`src/source/cfg_pkg.sv`:
```
package cfg_pkg;

	// ============================================================
	// Bus widths and types
	// ============================================================
	localparam int DATA_W = 32;
	localparam int ADDR_W = 32;
	localparam int SEL_W = 4;			// One enable per byte lane
	localparam int VEC_W = 16;			// Interrupt vector / chain word

	typedef logic [DATA_W-1:0] data_t;
	typedef logic [ADDR_W-1:0] addr_t;
	typedef logic [SEL_W-1:0] sel_t;
	typedef logic [VEC_W-1:0] vec_t;

	// Config address layout: bus 27:22, device 21:17, function 16:14, word 7:2
	localparam int BUS_LSB = 22;
	localparam int DEV_LSB = 17;
	localparam int FUNC_LSB = 14;
	localparam int IDX_LSB = 2;
	localparam int BUS_W = 6;
	localparam int DEV_W = 5;
	localparam int FUNC_W = 3;
	localparam int IDX_W = 6;			// 64 header words

	// Header word index
	typedef enum logic [IDX_W-1:0] {
		REG_ID = 6'd0,			// Device / vendor ID
		REG_CMD_STAT = 6'd1,	// Status above command
		REG_CLASS = 6'd2,
		REG_MISC = 6'd3,		// Cache line, header type
		REG_BAR0 = 6'd4,
		REG_BAR1 = 6'd5,
		REG_BAR2 = 6'd6,
		REG_SUBSYS = 6'd11,
		REG_ROM = 6'd12,
		REG_IRQ_VEC0 = 6'd16,
		REG_IRQ_VEC1 = 6'd17,
		REG_IRQ_VEC2 = 6'd18,
		REG_IRQ_VEC3 = 6'd19
	} cfg_reg_e;

	// ============================================================
	// Fixed header contents
	// ============================================================
	localparam data_t CLASS_WORD = 32'h0380_0100;	// Display ctrl, other, progif 1, rev 0
	localparam data_t MISC_WORD = 32'h0000_0008;	// Type 0 header, cache line 8
	localparam data_t ROM_WORD = 32'hFFFF_FFF0;		// No expansion ROM decoded

	localparam logic [15:0] CMD_RESET = 16'h4003;
	localparam logic [15:0] CMD_FORCE_SET = 16'h0200;	// Fast back-to-back enable
	localparam logic [15:0] CMD_FORCE_CLR = 16'hF8B8;	// 15:11, 7, 5, 4, 3
	localparam logic [15:0] STAT_FORCE_SET = 16'h02A0;	// 9, 7, 5
	localparam logic [15:0] STAT_FORCE_CLR = 16'h0457;	// 10, 6, 4, 2:0

	localparam int HOLDOFF_W = 6;
	localparam logic [HOLDOFF_W-1:0] HOLDOFF_MAX = 6'd63;

	localparam int READ_LAT = 3;		// Request reg, read mux reg, output reg
	localparam int WRITE_LAT = 1;

endpackage

```
`src/source/cfg_bus_if.sv`:
```
// Decoded register access, bus front end to header registers
interface cfg_bus_if;
	import cfg_pkg::*;

	logic hit;			// One-cycle strobe, access in progress
	logic we;			// Write when set
	sel_t sel;			// Byte enables of the request
	cfg_reg_e idx;		// Header word index
	data_t wdat;		// Write data
	data_t rdat;		// Read word, valid one cycle after hit

	// Front end drives the request side
	modport front (
		output hit,
		output we,
		output sel,
		output idx,
		output wdat,
		input rdat
	);

	// Register file consumes the request and answers with rdat
	modport regs (
		input hit,
		input we,
		input sel,
		input idx,
		input wdat,
		output rdat
	);

endinterface

```
`src/source/cfg_bus_front.sv`:
```
module cfg_bus_front #(
	parameter logic [cfg_pkg::BUS_W-1:0] CFG_BUS = '0,
	parameter logic [cfg_pkg::DEV_W-1:0] CFG_DEVICE = '0,
	parameter logic [cfg_pkg::FUNC_W-1:0] CFG_FUNC = '0
) (
	input logic clk_i,
	input logic rst_i,
	input logic cs_i,
	input logic cyc_i,
	input logic we_i,
	input cfg_pkg::sel_t sel_i,
	input cfg_pkg::addr_t adr_i,
	input cfg_pkg::data_t dat_i,
	output logic ack_o,
	output cfg_pkg::data_t dat_o,
	cfg_bus_if.front bus
);
	import cfg_pkg::*;

	logic dev_hit;						// This function addressed
	logic [READ_LAT-1:0] rd_pipe;		// Read markers, one per stage
	logic [WRITE_LAT-1:0] wr_pipe;		// Write markers

	// ============================================================
	// Device select
	// ============================================================
	always_comb begin
		dev_hit = cs_i && cyc_i;
		dev_hit = dev_hit && (adr_i[BUS_LSB +: BUS_W] == CFG_BUS);
		dev_hit = dev_hit && (adr_i[DEV_LSB +: DEV_W] == CFG_DEVICE);
		dev_hit = dev_hit && (adr_i[FUNC_LSB +: FUNC_W] == CFG_FUNC);
		// Only the plain header window, bits between index and function must be zero
		dev_hit = dev_hit && (adr_i[FUNC_LSB-1 : IDX_LSB+IDX_W] == '0);
	end

	// Request register stage
	always_ff @(posedge clk_i) begin
		if (rst_i)
			bus.hit <= 1'b0;
		else
			bus.hit <= dev_hit;		// Master holds cyc one cycle, so this is a strobe
	end

	always_ff @(posedge clk_i) begin
		bus.we <= we_i;
		bus.sel <= sel_i;
		bus.idx <= cfg_reg_e'(adr_i[IDX_LSB +: IDX_W]);
		bus.wdat <= dat_i;
	end

	// ============================================================
	// Ack timing
	// ============================================================
	always_ff @(posedge clk_i) begin
		if (rst_i) begin
			rd_pipe <= '0;
			wr_pipe <= '0;
		end else begin
			rd_pipe[0] <= dev_hit && !we_i;
			wr_pipe[0] <= dev_hit && we_i;
			for (int i = 1; i < READ_LAT; i++)
				rd_pipe[i] <= rd_pipe[i-1];		// Shift toward ack
			for (int i = 1; i < WRITE_LAT; i++)
				wr_pipe[i] <= wr_pipe[i-1];
		end
	end

	assign ack_o = rd_pipe[READ_LAT-1] | wr_pipe[WRITE_LAT-1];

	// Output register, zero outside read ack
	always_ff @(posedge clk_i) begin
		if (rst_i)
			dat_o <= '0;
		else if (rd_pipe[READ_LAT-2])
			dat_o <= bus.rdat;		// rdat valid in the stage before ack
		else
			dat_o <= '0;
	end

endmodule

```
`src/source/cfg_header_regs.sv`:
```
module cfg_header_regs #(
	parameter logic [15:0] VENDOR_ID = 16'h0,
	parameter logic [15:0] DEVICE_ID = 16'h0,
	parameter logic [15:0] SUBSYS_VENDOR_ID = 16'h0,
	parameter logic [15:0] SUBSYS_ID = 16'h0,
	parameter cfg_pkg::data_t BAR0_INIT = 32'h1,
	parameter cfg_pkg::data_t BAR1_INIT = 32'h1,
	parameter cfg_pkg::data_t BAR2_INIT = 32'h1,
	parameter cfg_pkg::data_t BAR0_MASK = 32'h0,
	parameter cfg_pkg::data_t BAR1_MASK = 32'h0,
	parameter cfg_pkg::data_t BAR2_MASK = 32'h0
) (
	input logic clk_i,
	input logic rst_i,
	cfg_bus_if.regs bus,
	input logic [3:0] irq_i,
	input logic cyc_i,
	input cfg_pkg::addr_t adr_i,
	output cfg_pkg::vec_t irq_vect_o [4],
	output logic cs_bar0_o,
	output logic cs_bar1_o,
	output logic cs_bar2_o
);
	import cfg_pkg::*;

	localparam data_t [2:0] BAR_INIT = {BAR2_INIT, BAR1_INIT, BAR0_INIT};
	localparam data_t [2:0] BAR_MASK = {BAR2_MASK, BAR1_MASK, BAR0_MASK};
	localparam logic [7:0] ERR_BITS = 8'hF9;	// Status 15:11 and 8, in the top byte

	logic [15:0] cmd_reg;
	logic [15:0] stat_reg;			// Error bits only ever clear here
	data_t bar [3];
	logic [15:0] cmd_view;			// Command with forced bits
	logic [15:0] stat_view;
	logic [1:0] slot;				// BAR or vector slot of the index
	logic bar_sizing;				// All-ones full-word write
	logic [2:0] cs_bar;
	data_t rd_mux;

	assign slot = bus.idx[1:0];		// BAR0..2 at 4..6, vectors at 16..19
	assign bar_sizing = (&bus.sel) && (bus.wdat == '1);

	// ============================================================
	// Register writes
	// ============================================================
	always_ff @(posedge clk_i) begin
		if (rst_i) begin
			cmd_reg <= CMD_RESET;
			stat_reg <= '0;
			for (int b = 0; b < 3; b++)
				bar[b] <= BAR_INIT[b];
			for (int v = 0; v < 4; v++)
				irq_vect_o[v] <= '0;
		end else if (bus.hit && bus.we) begin
			case (bus.idx)
				REG_CMD_STAT: begin
					if (bus.sel[0]) cmd_reg[7:0] <= bus.wdat[7:0];
					if (bus.sel[1]) cmd_reg[15:8] <= bus.wdat[15:8];
					// Write one clears an error bit
					if (bus.sel[3])
						stat_reg[15:8] <= stat_reg[15:8] & ~(bus.wdat[31:24] & ERR_BITS);
				end
				REG_BAR0, REG_BAR1, REG_BAR2: begin
					if (bar_sizing)
						bar[slot] <= BAR_MASK[slot];	// Sizing read returns the mask
					else
						for (int n = 0; n < SEL_W; n++)
							if (bus.sel[n])
								bar[slot][8*n +: 8] <= bus.wdat[8*n +: 8];
				end
				REG_IRQ_VEC0, REG_IRQ_VEC1, REG_IRQ_VEC2, REG_IRQ_VEC3: begin
					if (&bus.sel)
						irq_vect_o[slot] <= bus.wdat[VEC_W-1:0];	// Full word only
				end
				default: ;
			endcase
		end
	end

	// Forced-bit views
	always_comb begin
		cmd_view = (cmd_reg | CMD_FORCE_SET) & ~CMD_FORCE_CLR;
		stat_view = (stat_reg | STAT_FORCE_SET) & ~STAT_FORCE_CLR;
		stat_view[3] = |irq_i;		// Interrupt pending
	end

	// ============================================================
	// Read multiplexer
	// ============================================================
	always_comb begin
		case (bus.idx)
			REG_ID: rd_mux = {DEVICE_ID, VENDOR_ID};
			REG_CMD_STAT: rd_mux = {stat_view, cmd_view};
			REG_CLASS: rd_mux = CLASS_WORD;
			REG_MISC: rd_mux = MISC_WORD;
			REG_BAR0, REG_BAR1, REG_BAR2: rd_mux = bar[slot];
			cfg_reg_e'(6'd7), cfg_reg_e'(6'd8), cfg_reg_e'(6'd9):
				rd_mux = '1;			// Unimplemented BARs read as ones
			REG_SUBSYS: rd_mux = {SUBSYS_ID, SUBSYS_VENDOR_ID};
			REG_ROM: rd_mux = ROM_WORD;
			REG_IRQ_VEC0, REG_IRQ_VEC1, REG_IRQ_VEC2, REG_IRQ_VEC3:
				rd_mux = {16'h0, irq_vect_o[slot]};
			default: rd_mux = '0;
		endcase
	end

	always_ff @(posedge clk_i)
		bus.rdat <= rd_mux;		// Second read stage

	// BAR chip selects, address matches base under mask
	always_comb begin
		for (int b = 0; b < 3; b++)
			cs_bar[b] = cyc_i && (((adr_i ^ bar[b]) & BAR_MASK[b]) == '0);
	end

	assign cs_bar0_o = cs_bar[0];
	assign cs_bar1_o = cs_bar[1];
	assign cs_bar2_o = cs_bar[2];

endmodule

```
`src/source/irq_msg_gen.sv`:
```
module irq_msg_gen #(
	parameter int NIRQ = 4		// Lines in use, at most 4
) (
	input logic clk_i,
	input logic rst_i,
	input logic [3:0] irq_i,
	input cfg_pkg::vec_t irq_vect_i [4],
	input cfg_pkg::vec_t chain_i,
	output cfg_pkg::vec_t chain_o
);
	import cfg_pkg::*;

	logic [NIRQ-1:0] irqf;						// Message pending per line
	logic [NIRQ-1:0] irq_set;
	logic [HOLDOFF_W-1:0] timer [NIRQ];		// Hold-off per line
	logic chain_empty;
	logic ins_valid;
	logic [1:0] ins_idx;						// Winning line

	assign chain_empty = (chain_i == '0);

	// Flag rises only when the hold-off has run out
	always_comb begin
		for (int k = 0; k < NIRQ; k++)
			irq_set[k] = irq_i[k] && (timer[k] == HOLDOFF_MAX) && !irqf[k];
	end

	// Fixed priority, lowest index wins
	always_comb begin
		ins_valid = 1'b0;
		ins_idx = 2'd0;
		for (int k = NIRQ-1; k >= 0; k--) begin
			if (irqf[k]) begin
				ins_valid = 1'b1;
				ins_idx = 2'(k);
			end
		end
	end

	// ============================================================
	// Chain stage and flags
	// ============================================================
	always_ff @(posedge clk_i) begin
		if (rst_i) begin
			chain_o <= '0;
			irqf <= '0;
		end else begin
			chain_o <= chain_i;		// Pass through by default
			irqf <= irqf | irq_set;
			if (chain_empty && ins_valid) begin
				chain_o <= irq_vect_i[ins_idx];		// Take the free slot
				irqf[ins_idx] <= 1'b0;
			end
		end
	end

	// Timer starts at zero on set and stays there until the message goes out
	always_ff @(posedge clk_i) begin
		if (rst_i) begin
			for (int k = 0; k < NIRQ; k++)
				timer[k] <= HOLDOFF_MAX;	// First request fires at once
		end else begin
			for (int k = 0; k < NIRQ; k++) begin
				if (irq_set[k] || irqf[k])
					timer[k] <= '0;
				else if (timer[k] != HOLDOFF_MAX)
					timer[k] <= timer[k] + 1'b1;
			end
		end
	end

endmodule

```
`src/source/cfg_space_top.sv`:
```
module cfg_space_top #(
	parameter logic [cfg_pkg::BUS_W-1:0] CFG_BUS = 6'd0,
	parameter logic [cfg_pkg::DEV_W-1:0] CFG_DEVICE = 5'd1,
	parameter logic [cfg_pkg::FUNC_W-1:0] CFG_FUNC = 3'd0,
	parameter logic [15:0] VENDOR_ID = 16'hA5C1,
	parameter logic [15:0] DEVICE_ID = 16'h0C11,
	parameter logic [15:0] SUBSYS_VENDOR_ID = 16'hA5C1,
	parameter logic [15:0] SUBSYS_ID = 16'h0001,
	parameter cfg_pkg::data_t BAR0_INIT = 32'hD000_0000,
	parameter cfg_pkg::data_t BAR1_INIT = 32'hD010_0000,
	parameter cfg_pkg::data_t BAR2_INIT = 32'hD020_0000,
	parameter cfg_pkg::data_t BAR0_MASK = 32'hFFF0_0000,	// 1 MB window
	parameter cfg_pkg::data_t BAR1_MASK = 32'hFFFF_C000,	// 16 kB
	parameter cfg_pkg::data_t BAR2_MASK = 32'hFFFF_FF00,	// 256 B
	parameter int NIRQ = 4
) (
	input logic clk_i,
	input logic rst_i,
	input logic cs_i,
	input logic cyc_i,
	input logic we_i,
	input cfg_pkg::sel_t sel_i,
	input cfg_pkg::addr_t adr_i,
	input cfg_pkg::data_t dat_i,
	output logic ack_o,
	output cfg_pkg::data_t dat_o,
	input logic [3:0] irq_i,
	input cfg_pkg::vec_t chain_i,
	output cfg_pkg::vec_t chain_o,
	output logic cs_bar0_o,
	output logic cs_bar1_o,
	output logic cs_bar2_o
);
	import cfg_pkg::*;

	vec_t irq_vect [4];			// Programmed vectors to the chain stage

	cfg_bus_if cfg_bus ();

	// ============================================================
	// Front end, header registers, interrupt messages
	// ============================================================
	cfg_bus_front #(
		.CFG_BUS(CFG_BUS),
		.CFG_DEVICE(CFG_DEVICE),
		.CFG_FUNC(CFG_FUNC)
	) u_front (
		.clk_i(clk_i),
		.rst_i(rst_i),
		.cs_i(cs_i),
		.cyc_i(cyc_i),
		.we_i(we_i),
		.sel_i(sel_i),
		.adr_i(adr_i),
		.dat_i(dat_i),
		.ack_o(ack_o),
		.dat_o(dat_o),
		.bus(cfg_bus)
	);

	cfg_header_regs #(
		.VENDOR_ID(VENDOR_ID),
		.DEVICE_ID(DEVICE_ID),
		.SUBSYS_VENDOR_ID(SUBSYS_VENDOR_ID),
		.SUBSYS_ID(SUBSYS_ID),
		.BAR0_INIT(BAR0_INIT),
		.BAR1_INIT(BAR1_INIT),
		.BAR2_INIT(BAR2_INIT),
		.BAR0_MASK(BAR0_MASK),
		.BAR1_MASK(BAR1_MASK),
		.BAR2_MASK(BAR2_MASK)
	) u_regs (
		.clk_i(clk_i),
		.rst_i(rst_i),
		.bus(cfg_bus),
		.irq_i(irq_i),			// Status bit 3
		.cyc_i(cyc_i),
		.adr_i(adr_i),
		.irq_vect_o(irq_vect),
		.cs_bar0_o(cs_bar0_o),
		.cs_bar1_o(cs_bar1_o),
		.cs_bar2_o(cs_bar2_o)
	);

	irq_msg_gen #(
		.NIRQ(NIRQ)
	) u_irq (
		.clk_i(clk_i),
		.rst_i(rst_i),
		.irq_i(irq_i),
		.irq_vect_i(irq_vect),
		.chain_i(chain_i),
		.chain_o(chain_o)
	);

endmodule

```
`config.mk`:
```
export PLATFORM = sky130hd
export DESIGN_NAME = cfg_space_top
export DESIGN_NICKNAME = d
export VERILOG_FILES = /design/src/source/cfg_pkg.sv /design/src/source/cfg_bus_if.sv /design/src/source/cfg_bus_front.sv /design/src/source/cfg_header_regs.sv /design/src/source/irq_msg_gen.sv /design/src/source/cfg_space_top.sv
export SDC_FILE = /design/constraint.sdc
export NUM_CORES = 1
export LEC_CHECK = 0
export BUFFER_PORTS_ARGS = -buffer_cell sky130_fd_sc_hd__buf_2
export CAP_MARGIN = 25
export CORE_ASPECT_RATIO = 0.75
export CORE_MARGIN = 8
export CORE_UTILIZATION = 45
export CTS_CLUSTER_SIZE = 14
export DETAILED_ROUTE_END_ITERATION = 12
export PLACE_DENSITY = 0.7
export SLEW_MARGIN = 25
export SYNTH_ARGS = -nofsm -noshare
export SYNTH_HDL_FRONTEND = slang
export SYNTH_SLANG_ARGS = --single-unit
```
`constraint.sdc`:
```
create_clock -name clk_i -period 3.7 [get_ports clk_i]
set_clock_uncertainty 0.05 [all_clocks]
set_input_delay 1.11 -clock clk_i [delete_from_list [all_inputs] [get_ports clk_i]]
set_output_delay 1.11 -clock clk_i [all_outputs]
set_load 0.01 [all_outputs]
```
==> out/results.ini, run 1 <==
[place]
gp_congestion=0.925
port_buffers=142
dp.cells=1944
hpwl_mm=31.1

[setup_path]
path_max_fanout=3
path_common_cell=buf_2
cp-start-kind=primary input
path_class=primary input to output pin
endpoint_kind=output pin
required_ps=2540
path_cells=buf_2 > xnor2_2 > nand4_1 > or4_1 > nor4_2 > buf_2
cp_slowest_cell=or4_1
cpPeakStageDelay_ps=570
crit_arrival_ps=2510

[floorplanning]
start_util_pct=45.9
die_area_mm2=0.0406
ioPinCount=145
rows=58
core_area_mm2=0.0337
die_w_um=230
die_h_um=177

[global_route]
track_usage_pct=21.0
use_met2_pct=30.9
grt_max_degree=104
grt_overflow=0
antenna_found_initial=2
busiest_layer=met1
grt.met3_usage_pct=4.36
grt_pass1_vias=11200
grt_pass1_wl_mm=67.2
use_met1_pct=31.1

[sta]
fmax_mhz=273
hold_slack_ps=377
worst_slew_pin_slew_ps=822
slew_headroom_pct=45.2
min_period_ps=3670
setup_viol=0
hold_violations=0
rsz0062_at_grt=true
drv_slew=0
fin_crit_sh_pct=99.2

[finish]
fillers=2938
largest_register_ffs=128
seqCellArea_mm2=0.00873
multi_input_area_mm2=0.00624
mostFrequentLayoutCells=224 x nand2_1, 206 x dfxtp_1, 152 x edfxtp_1
nNetsFinal=1635
diodes=0
reg_top3=u_regs.bar x128, u_regs.irq_vect_o x64
utilization_pct=53.0
final_common_cell=nand2_1
stdcell_count=2010
drive_gt1_share_pct=21.3
area_growth_pct=15.3
top_register=u_regs.bar

[synthesis]
ys_dominant_reg_cell=dfxtp_1
synthCells=1408
yosys_warnings=0
syn-cell-area_mm2=0.0155
ys_ff_latch=360
post_synth.cell_area_avg_um2=11.0
synthesis.nets=1510
ys_types=61
ys_seq_area_share_pct=56.4
synth_edf_count=152
synthArstFlopShare_pct=0

[clocking]
numCtsBuffers=37
htree_levels=2
cts_setup_buffers=0
clkLatencyLatePin_ps=530
path_clk_slew_ps=60
cts_sinks=360
cts_hold_buf=0
clock-root-buffer=clkbuf_16
cts_tree=done
cts.path.max_buffers=3

[pwr]
power_mw=9.45
powerDensity_mw_per_mm2=530
leakagePower_nw=6.96
worst_ir_drop_vdd_mv=0.392

[route]
wirelength_mm=44.3
wl_per_cell_um=22.1
ant_nets=0
drc=0
vias_per_cell=5.76
drt_iter0_markers=1447
vias=11600
dr.pass1.iters=5

[worst_hold_path]
hp-class=register to register

[status]
status=finished, final reports clean

[flow_run]
cap_violations=0

[per-layer routing]
metal / share of wire [%] / vias up
li1: - / 5302
met1: 45 / 5628
met2: 44 / 568
met3: 9.0 / 71
met4: 2.1 / 2
met5: 0.029 / -
[cell type report]
type                    instances  share of cell area, %
clock buffers                  62                   6.42
inverters                      24                  0.505
well taps                     450                   3.16
multi-input cells             926                   35.0
flip-flops and latches        360                   49.0
clock inverters                 4                  0.126
repair buffers                184                   5.84
[power by group]
group / internal [mW] / total, mW / switching [mW] / leakage, nW
clock: 2.11 / 3.60 / 1.49 / 0.573
combinational: 0.509 / 1.24 / 0.733 / 3.14
sequential: 4.40 / 4.61 / 0.212 / 3.25
[repair_timing]
action,4_1_cts,5_1_grt
endpoints found under the setup margin,1,2
pin swaps,0,1
resized for setup,1,2
[synthesized netlist by cell type, drive strengths merged (13+ instances only)]
cell type,count,share of area [%]
nand2,225,5.5
dfxtp,208,27
edfxtp,152,30
a21oi,119,4.2
nor2,85,2.1
clkbuf,63,1.5
and3,48,1.9
mux4,48,7.0
and2,43,1.8
buf,35,1.4
xnor2,33,1.9
nand3,32,1.0
xor2,31,1.8
nand2b,26,1.1
inv,24,0.58
nand4,22,0.89
a31o,18,1.0
mux2i,17,1.1
o21ai,17,0.55
nor4,16,0.78
a221oi,15,0.85
nand3b,15,0.73
o22ai,15,0.61
a21o,14,0.68
nor3,13,0.56
[stage by stage]
stage                     TNS [ps]  worst slack [ps]  instance area, um2
after floorplan                  0               356               15500
after global placement       -55.8             -55.8               16700
after detailed placement     -39.7             -39.7               16700
after CTS                        0              1.46               17800
after global routing         -84.3             -84.3               17800
final                            0              30.8               17800
[worst paths after layout]
| check | cells past startpoint | endpoint | slack, ps | startpoint |
|---|---|---|---|---|
| max | 6 | cs_bar1_o | 30 | adr_i[14] |
| max reg2reg | 7 | u_regs.bar[1][23] | 520 | u_front.bus.idx[0] |
| min | 1 | u_front.dat_o[6] | 380 | u_regs.bus.rdat[6] |
| min reg2reg | 1 | u_front.dat_o[6] | 380 | u_regs.bus.rdat[6] |
[logic make-up (layout without fill, tap and decap cells)]
group | count (synthesis) | after routing | synth area share, %
simple gates | 546 | 546 | 17.4
flops | 360 | 360 | 56.4
compound gates | 240 | 240 | 10.2
buf+inv | 122 | 274 | 3.48
mux | 67 | 67 | 8.23
xor+xnor | 64 | 64 | 3.62
fa+ha+maj | 9 | 9 | 0.728
[worst max-delay path: cells and delay by family]
kind	cells	cell delay (ps)
xor+xnor	1	150
buf+inv	2	320
simple gates	3	930
No activity file was read; power rests on OpenSTA's default activity.
==> inputs of run 2 (changes only) <==
- REMOVE_ABC_BUFFERS: not set -> 1
- SKIP_CTS_REPAIR_TIMING: not set -> 1
- clock period: 3.7 -> 3.85 ns (I/O delays scaled with it)
==> run 2 against run 1 <==
Sequential power decreased by 4%. Clock power decreased by 3%. Count of clock-buffer cells in the layout decreased by 8. Die area unchanged. First-iteration DRC count decreased by 11%. Non-clock buffer count decreased by 7. Setup slack improved by 44 ps. Core utilization decreased by 0.071 points. Combinational power decreased by 3%. Largest cell class unchanged. Largest power group unchanged. Highest routed layer is now met4.
==> out/results.ini, run 2 (same netlist as run 1, synthesis figures left out) <==
[clocking]
clock-root-buffer=clkbuf_16
htree_levels=2  ; unchanged
clkLatencyLatePin_ps=530  ; about the same
cts.path.max_buffers=3  ; unchanged
numCtsBuffers=37  ; unchanged
cts_tree=done
cts_sinks=360  ; unchanged
path_clk_slew_ps=60  ; about the same

[setup_path]
crit_arrival_ps=2570  ; +60 ps
crit_buf_inv=2  ; unchanged
cp-start-kind=primary input
endpoint_kind=output pin
path_cells=buf_2 > xnor2_1 > nand4_1 > or4_4 > nor4_4 > buf_2
cpPeakStageDelay_ps=560  ; about the same
required_ps=2640  ; +100 ps
path_common_cell=buf_2
critPathTopFamily=simple AND/OR/NAND/NOR gates
path_class=primary input to output pin
cp_slowest_cell=or4_4
path_max_fanout=3  ; unchanged

[pwr]
leakagePower_nw=6.95  ; -0.25%
worst_ir_drop_vdd_mv=0.269  ; -31%
powerDensity_mw_per_mm2=512  ; -3.4%

[sta]
worst_slew_pin_slew_ps=970  ; +148 ps
min_period_ps=3780
fin_crit_sh_pct=98.1
slew_headroom_pct=35.3  ; -9.9 points
hold_violations=0  ; unchanged
timing.setup.tns_ps=0  ; unchanged
rsz0062_at_grt=false
setup_ws_ps=74.9  ; +44.2 ps
drv_slew=0  ; unchanged
hold_slack_ps=364  ; -12.4 ps
fmax_mhz=265
setup_viol=0  ; unchanged

[global_route]
grt_overflow=0  ; unchanged
grt_pass1_wl_mm=67.7  ; +0.82%
grt_max_degree=99  ; -4.8%
track_usage_pct=21.3  ; +0.29 points
grt_pass1_vias=11200  ; +0.38%
antenna_found_initial=0  ; -2

[finish]
diodes=0  ; unchanged
final_common_cell=nand2_1
largest_register_ffs=128  ; unchanged
mostFrequentLayoutCells=224 x nand2_1, 206 x dfxtp_1, 152 x edfxtp_1
drive_gt1_share_pct=21.3  ; about the same
reg_top3=u_regs.bar x128, u_regs.irq_vect_o x64
top_register=u_regs.bar
area_growth_pct=15.1
nNetsFinal=1628  ; -0.43%

[route]
dr.pass1.iters=5  ; unchanged
drt_iter0_markers=1283  ; -11%
drc=0  ; unchanged
wirelength_mm=44.7  ; +0.86%
wl_per_cell_um=22.3  ; +1.3%
vias_per_cell=5.82  ; +1.0%
ant_nets=0  ; unchanged
vias=11600  ; +0.61%

[floorplanning]
die_h_um=177  ; unchanged
core_area_mm2=0.0337  ; unchanged
start_util_pct=45.9  ; unchanged
ioPinCount=145  ; unchanged
die_area_mm2=0.0406  ; unchanged
die_w_um=230  ; unchanged
rows=58  ; unchanged

[flow_run]
cap_violations=0  ; unchanged

[place]
port_buffers=142  ; unchanged
hpwl_mm=31.1  ; about the same
gp_congestion=0.908  ; -1.9%
pre_cts_slack_ps=69.4  ; +109 ps

[worst_hold_path]
hp-class=register to register

[status]
status=finished, final reports clean

## run 2: changes by cell type in the layout (fill, tap and decap cells not counted), sizes merged
cell / before / now
clkbuf: 62 / 54
clkinv: 3 / 9
buf: 184 / 177
clkinvlp: 0 / 1
## run 2: area by class of cell
cell class,count,area (um2)
Tap cell,450,563
Sequential cell,360,8730
Inverter,24,90.1
Fill cell,2927,15900
Timing Repair Buffer,177,988
Clock buffer,54,1110
Clock inverter,11,66.3
Multi-Input combinational cell,926,6260
## run 2: through the flow
step	total power, mW	std cells	util (%)	cell area, um2
detailed placement	5.68	1937	49.3	16600
CTS	9.13	2002	52.8	17800
global route	9.45	2002	52.9	17800
global placement	5.64	1937	49.3	16600
floorplan	5.23	1310	-	15000
finish	9.11	2002	52.9	17800
## run 2: worst register-to-register path, delay by kind of cell (launching register included)
kind,cells,cell delay (ps)
flops,1,620
compound gates,1,260
buf+inv,1,390
simple gates,3,1580
## run 2: final timing paths
path / start / end / slack, ps / cells past startpoint
setup / recovery: adr_i[30] / cs_bar1_o / 70 / 6
hold / removal: u_regs.bus.rdat[19] / u_front.dat_o[19] / 360 / 1
setup reg to reg: u_front.bus.wdat[10] / u_regs.bar[3][9] / 700 / 5
hold reg to reg: u_regs.bus.rdat[19] / u_front.dat_o[19] / 360 / 1
## run 2: per-layer routing
metal	global-route usage, %	routed length (um)	part of all wire, %	vias to the layer above
met5	0	0	0	-
met4	6.25	1030	2.3	0
met3	5.02	4510	10	77
met2	33.2	20400	46	602
met1	29.4	18800	42	5682
li1	-	-	-	5281
## run 2: report_power, final
group          internal (mW)  switching (mW)
Clock                   2.01            1.48
Combinational          0.482           0.714
Sequential              4.22           0.202
Total                   6.72            2.39
==> inputs of run 3 (changes only) <==
- SYNTH_HIERARCHICAL: not set -> 1
==> run 3 against run 2 <==
First-iteration DRC count rose by 12%. Setup slack improved by 110 ps. Worst hold slack improved by 9.4 ps. Design area fell by 0.11%. Register-to-register slack improved by 160 ps. Highest routed layer is now met5.
==> out/results.ini, run 3 <==
[place]
hpwl_mm=31.8  ; +2.3%
port_buffers=142  ; unchanged
gp_congestion=0.912  ; +0.48%

[route]
drc=0  ; unchanged
ant_nets=0  ; unchanged
dr.pass1.iters=5  ; unchanged
vias_per_cell=5.94  ; +2.1%
wl_per_cell_um=23.2  ; +3.7%
vias=11700  ; +0.24%
wirelength_mm=45.5  ; +1.8%
drt_iter0_markers=1433  ; +12%

[global_route]
antenna_found_initial=2  ; +2
busiest_layer=met2
grt_pass1_vias=11300  ; +0.48%
track_usage_pct=21.6  ; +0.31 points
grt.met3_usage_pct=4.80  ; -0.22 points
grt_max_degree=117  ; +18%
use_met2_pct=32.3  ; -0.95 points
grt_pass1_wl_mm=68.6  ; +1.2%
grt_overflow=0  ; unchanged
use_met1_pct=30.8  ; +1.4 points

[sta]
worst_slew_pin_slew_ps=1030  ; +63.2 ps
slew_headroom_pct=30.7  ; -4.6 points
fmax_mhz=273  ; +3.0%
drv_slew=0  ; unchanged
timing.setup.tns_ps=0  ; unchanged
fin_crit_sh_pct=95.2  ; -2.9 points
hold_violations=0  ; unchanged
min_period_ps=3660  ; -110 ps
setup_viol=0  ; unchanged
rsz0062_at_grt=false

[synthesis]
synthCells=1376  ; -2.3%
post_synth.cell_area_avg_um2=11.2  ; +2.2%
ys_ff_latch=360  ; unchanged
yosys_warnings=6  ; +6
yosys-top-cells-count=208 x dfxtp_1, 194 x nand2_1, 152 x edfxtp_1
syn-cell-area_mm2=0.0155  ; -0.13%
ys_dominant_reg_cell=dfxtp_1
synth_compound_area_share_pct=11.4  ; +1.3 points
synth_area_leader_cell=edfxtp_1
ys_seq_area_share_pct=56.5  ; +0.073 points
synth_edf_count=152  ; unchanged
yosys.area_share.adder_pct=0.729  ; +0.00094 points
ys_types=61  ; unchanged
synth_top_family_by_area=simple AND/OR/NAND/NOR gates
synth.area.top_cells=edfxtp_1 30%, dfxtp_1 27%, mux4_2 7.0%
synthMuxAreaShare_pct=8.00  ; -0.23 points
synthArstFlopShare_pct=0  ; unchanged
synth-xor-area-share_pct=3.57  ; -0.052 points
synthSimpleGateAreaFrac_pct=16.3  ; -1.1 points
synth_most_common_cell=dfxtp_1
synth_top_cell_area_share_pct=29.5  ; +0.038 points

[status]
status=finished, final reports clean

[setup_path]
path_class=primary input to output pin
crit_arrival_ps=2460  ; -110 ps
rr_worst_depth=6  ; +1
endpoint_kind=output pin
r2r_end=u_regs/bar[3][24]
rrSetupSlack_ps=860  ; +160 ps
cp-start-kind=primary input
r2r_start=u_front/bus.wdat[13]
path_max_fanout=4  ; +1
startpoint=adr_i[27]
required_ps=2640  ; about the same

[clocking]
numCtsBuffers=37  ; unchanged
htree_levels=2  ; unchanged
clkLatencyLatePin_ps=530  ; about the same
clock-root-buffer=clkbuf_16
cts.path.max_buffers=3  ; unchanged
cts_tree=done
cts_sinks=360  ; unchanged
path_clk_slew_ps=60  ; about the same

[finish]
diodes=0  ; unchanged
mostFrequentLayoutCells=206 x dfxtp_1, 194 x nand2_1, 152 x edfxtp_1
final_common_cell=dfxtp_1
fillers=2986  ; +2.0%
nNetsFinal=1591  ; -2.3%
drive_gt1_share_pct=19.9  ; -1.4 points
area_growth_pct=15.2  ; about the same
top_register=u_regs/bar
reg_top3=u_regs/bar x128, u_regs/irq_vect_o x64
largest_register_ffs=128  ; unchanged

[pwr]
p_sw_mw=2.42  ; +1.2%
leakagePower_nw=6.85  ; -1.3%
worst_ir_drop_vdd_mv=0.303  ; +13%
powerDensity_mw_per_mm2=521  ; +1.9%
p_clk_share_pct=39.6  ; +1.3 points
power_mw=9.27  ; +1.7%
switching_share_pct=26.1  ; -0.15 points
combPwrFrac_pct=12.3  ; -0.8 points
pwr-share-seq_pct=48.1  ; -0.5 points
p_int_mw=6.85  ; +2.0%

[worst_hold_path]
hold_path_end=u_front/dat_o[10]
worstHoldStart=u_regs/bus.rdat[10]
holdPathStages=1  ; unchanged
hp-class=register to register

[floorplanning]
start_util_pct=45.9  ; -0.059 points
ioPinCount=145  ; unchanged
die_h_um=176  ; about the same
die_w_um=230  ; about the same
rows=58  ; unchanged
die_area_mm2=0.0406  ; -0.12%
core_area_mm2=0.0337  ; unchanged

[flow_run]
cap_violations=0  ; unchanged

## run 3: cell types whose count changed after synthesis, sizes merged, moves of 16 or more
cell / change
and3: -31
nand2: -31
nor2: -28
and4: +25
and2: +24
a222oi: +16
o21a: +16
## run 3: power groups by stage
stage | Combinational [mW] | Clock, mW | Sequential (mW)
finish | 1.14 | 3.67 | 4.46
floorplan | 0.746 | 0 | 4.48
CTS | 1.13 | 3.72 | 4.45
detailed placement | 1.12 | 0 | 4.53
global route | 1.25 | 3.87 | 4.48
global placement | 1.09 | 0 | 4.52
## run 3: critical path: stages
cell and delay (ps):
buf_2 140, xnor2_1 200, nand4_1 110, or4_1 520, nor4_2 150, buf_2 180
## run 3: per-layer routing
layer  vias up  share of wire (%)
li1       5257                  -
met1      5686                 43
met2       639                 44
met3        86                 10
met4         2                3.0
met5         -              0.029
## run 3: area by class of cell
cell class                      count  area, um2  area share, %
Multi-Input combinational cell    888       6200           34.8
Tap cell                          450        563           3.16
Inverter                           31        116          0.654
Clock buffer                       54       1120           6.31
Clock inverter                     12        120          0.675
Timing Repair Buffer              171        943           5.30
Sequential cell                   360       8730           49.1
## run 3: worst max path at each step
stage                             end  cells after the start
detailed placement          cs_bar1_o                      6
CTS                         cs_bar1_o                      6
floorplan           u_regs/bar[3][16]                      5
global placement            cs_bar1_o                      6
global route                cs_bar1_o                      6
finish                      cs_bar1_o                      6
## run 3: cell families (layout without fill, tap and decap cells)
family          count (synthesis)  count (layout)
fa+ha+maj                       9               9
xor+xnor                       63              63
simple gates                  486             486
buf+inv                       128             268
flops                         360             360
mux                            63              63
compound gates                267             267
## run 3: through the flow
stage	setup slack (ps)	hold slack [ps]	cells	utilization, %	instance area [um2]
after floorplan	-529	356	1279	-	15000
after global placement	104	363	1900	49.1	16500
after detailed placement	138	360	1900	49.1	16500
after CTS	108	374	1966	52.8	17800
after global routing	78.6	382	1966	52.8	17800
final	185	374	1966	52.8	17800
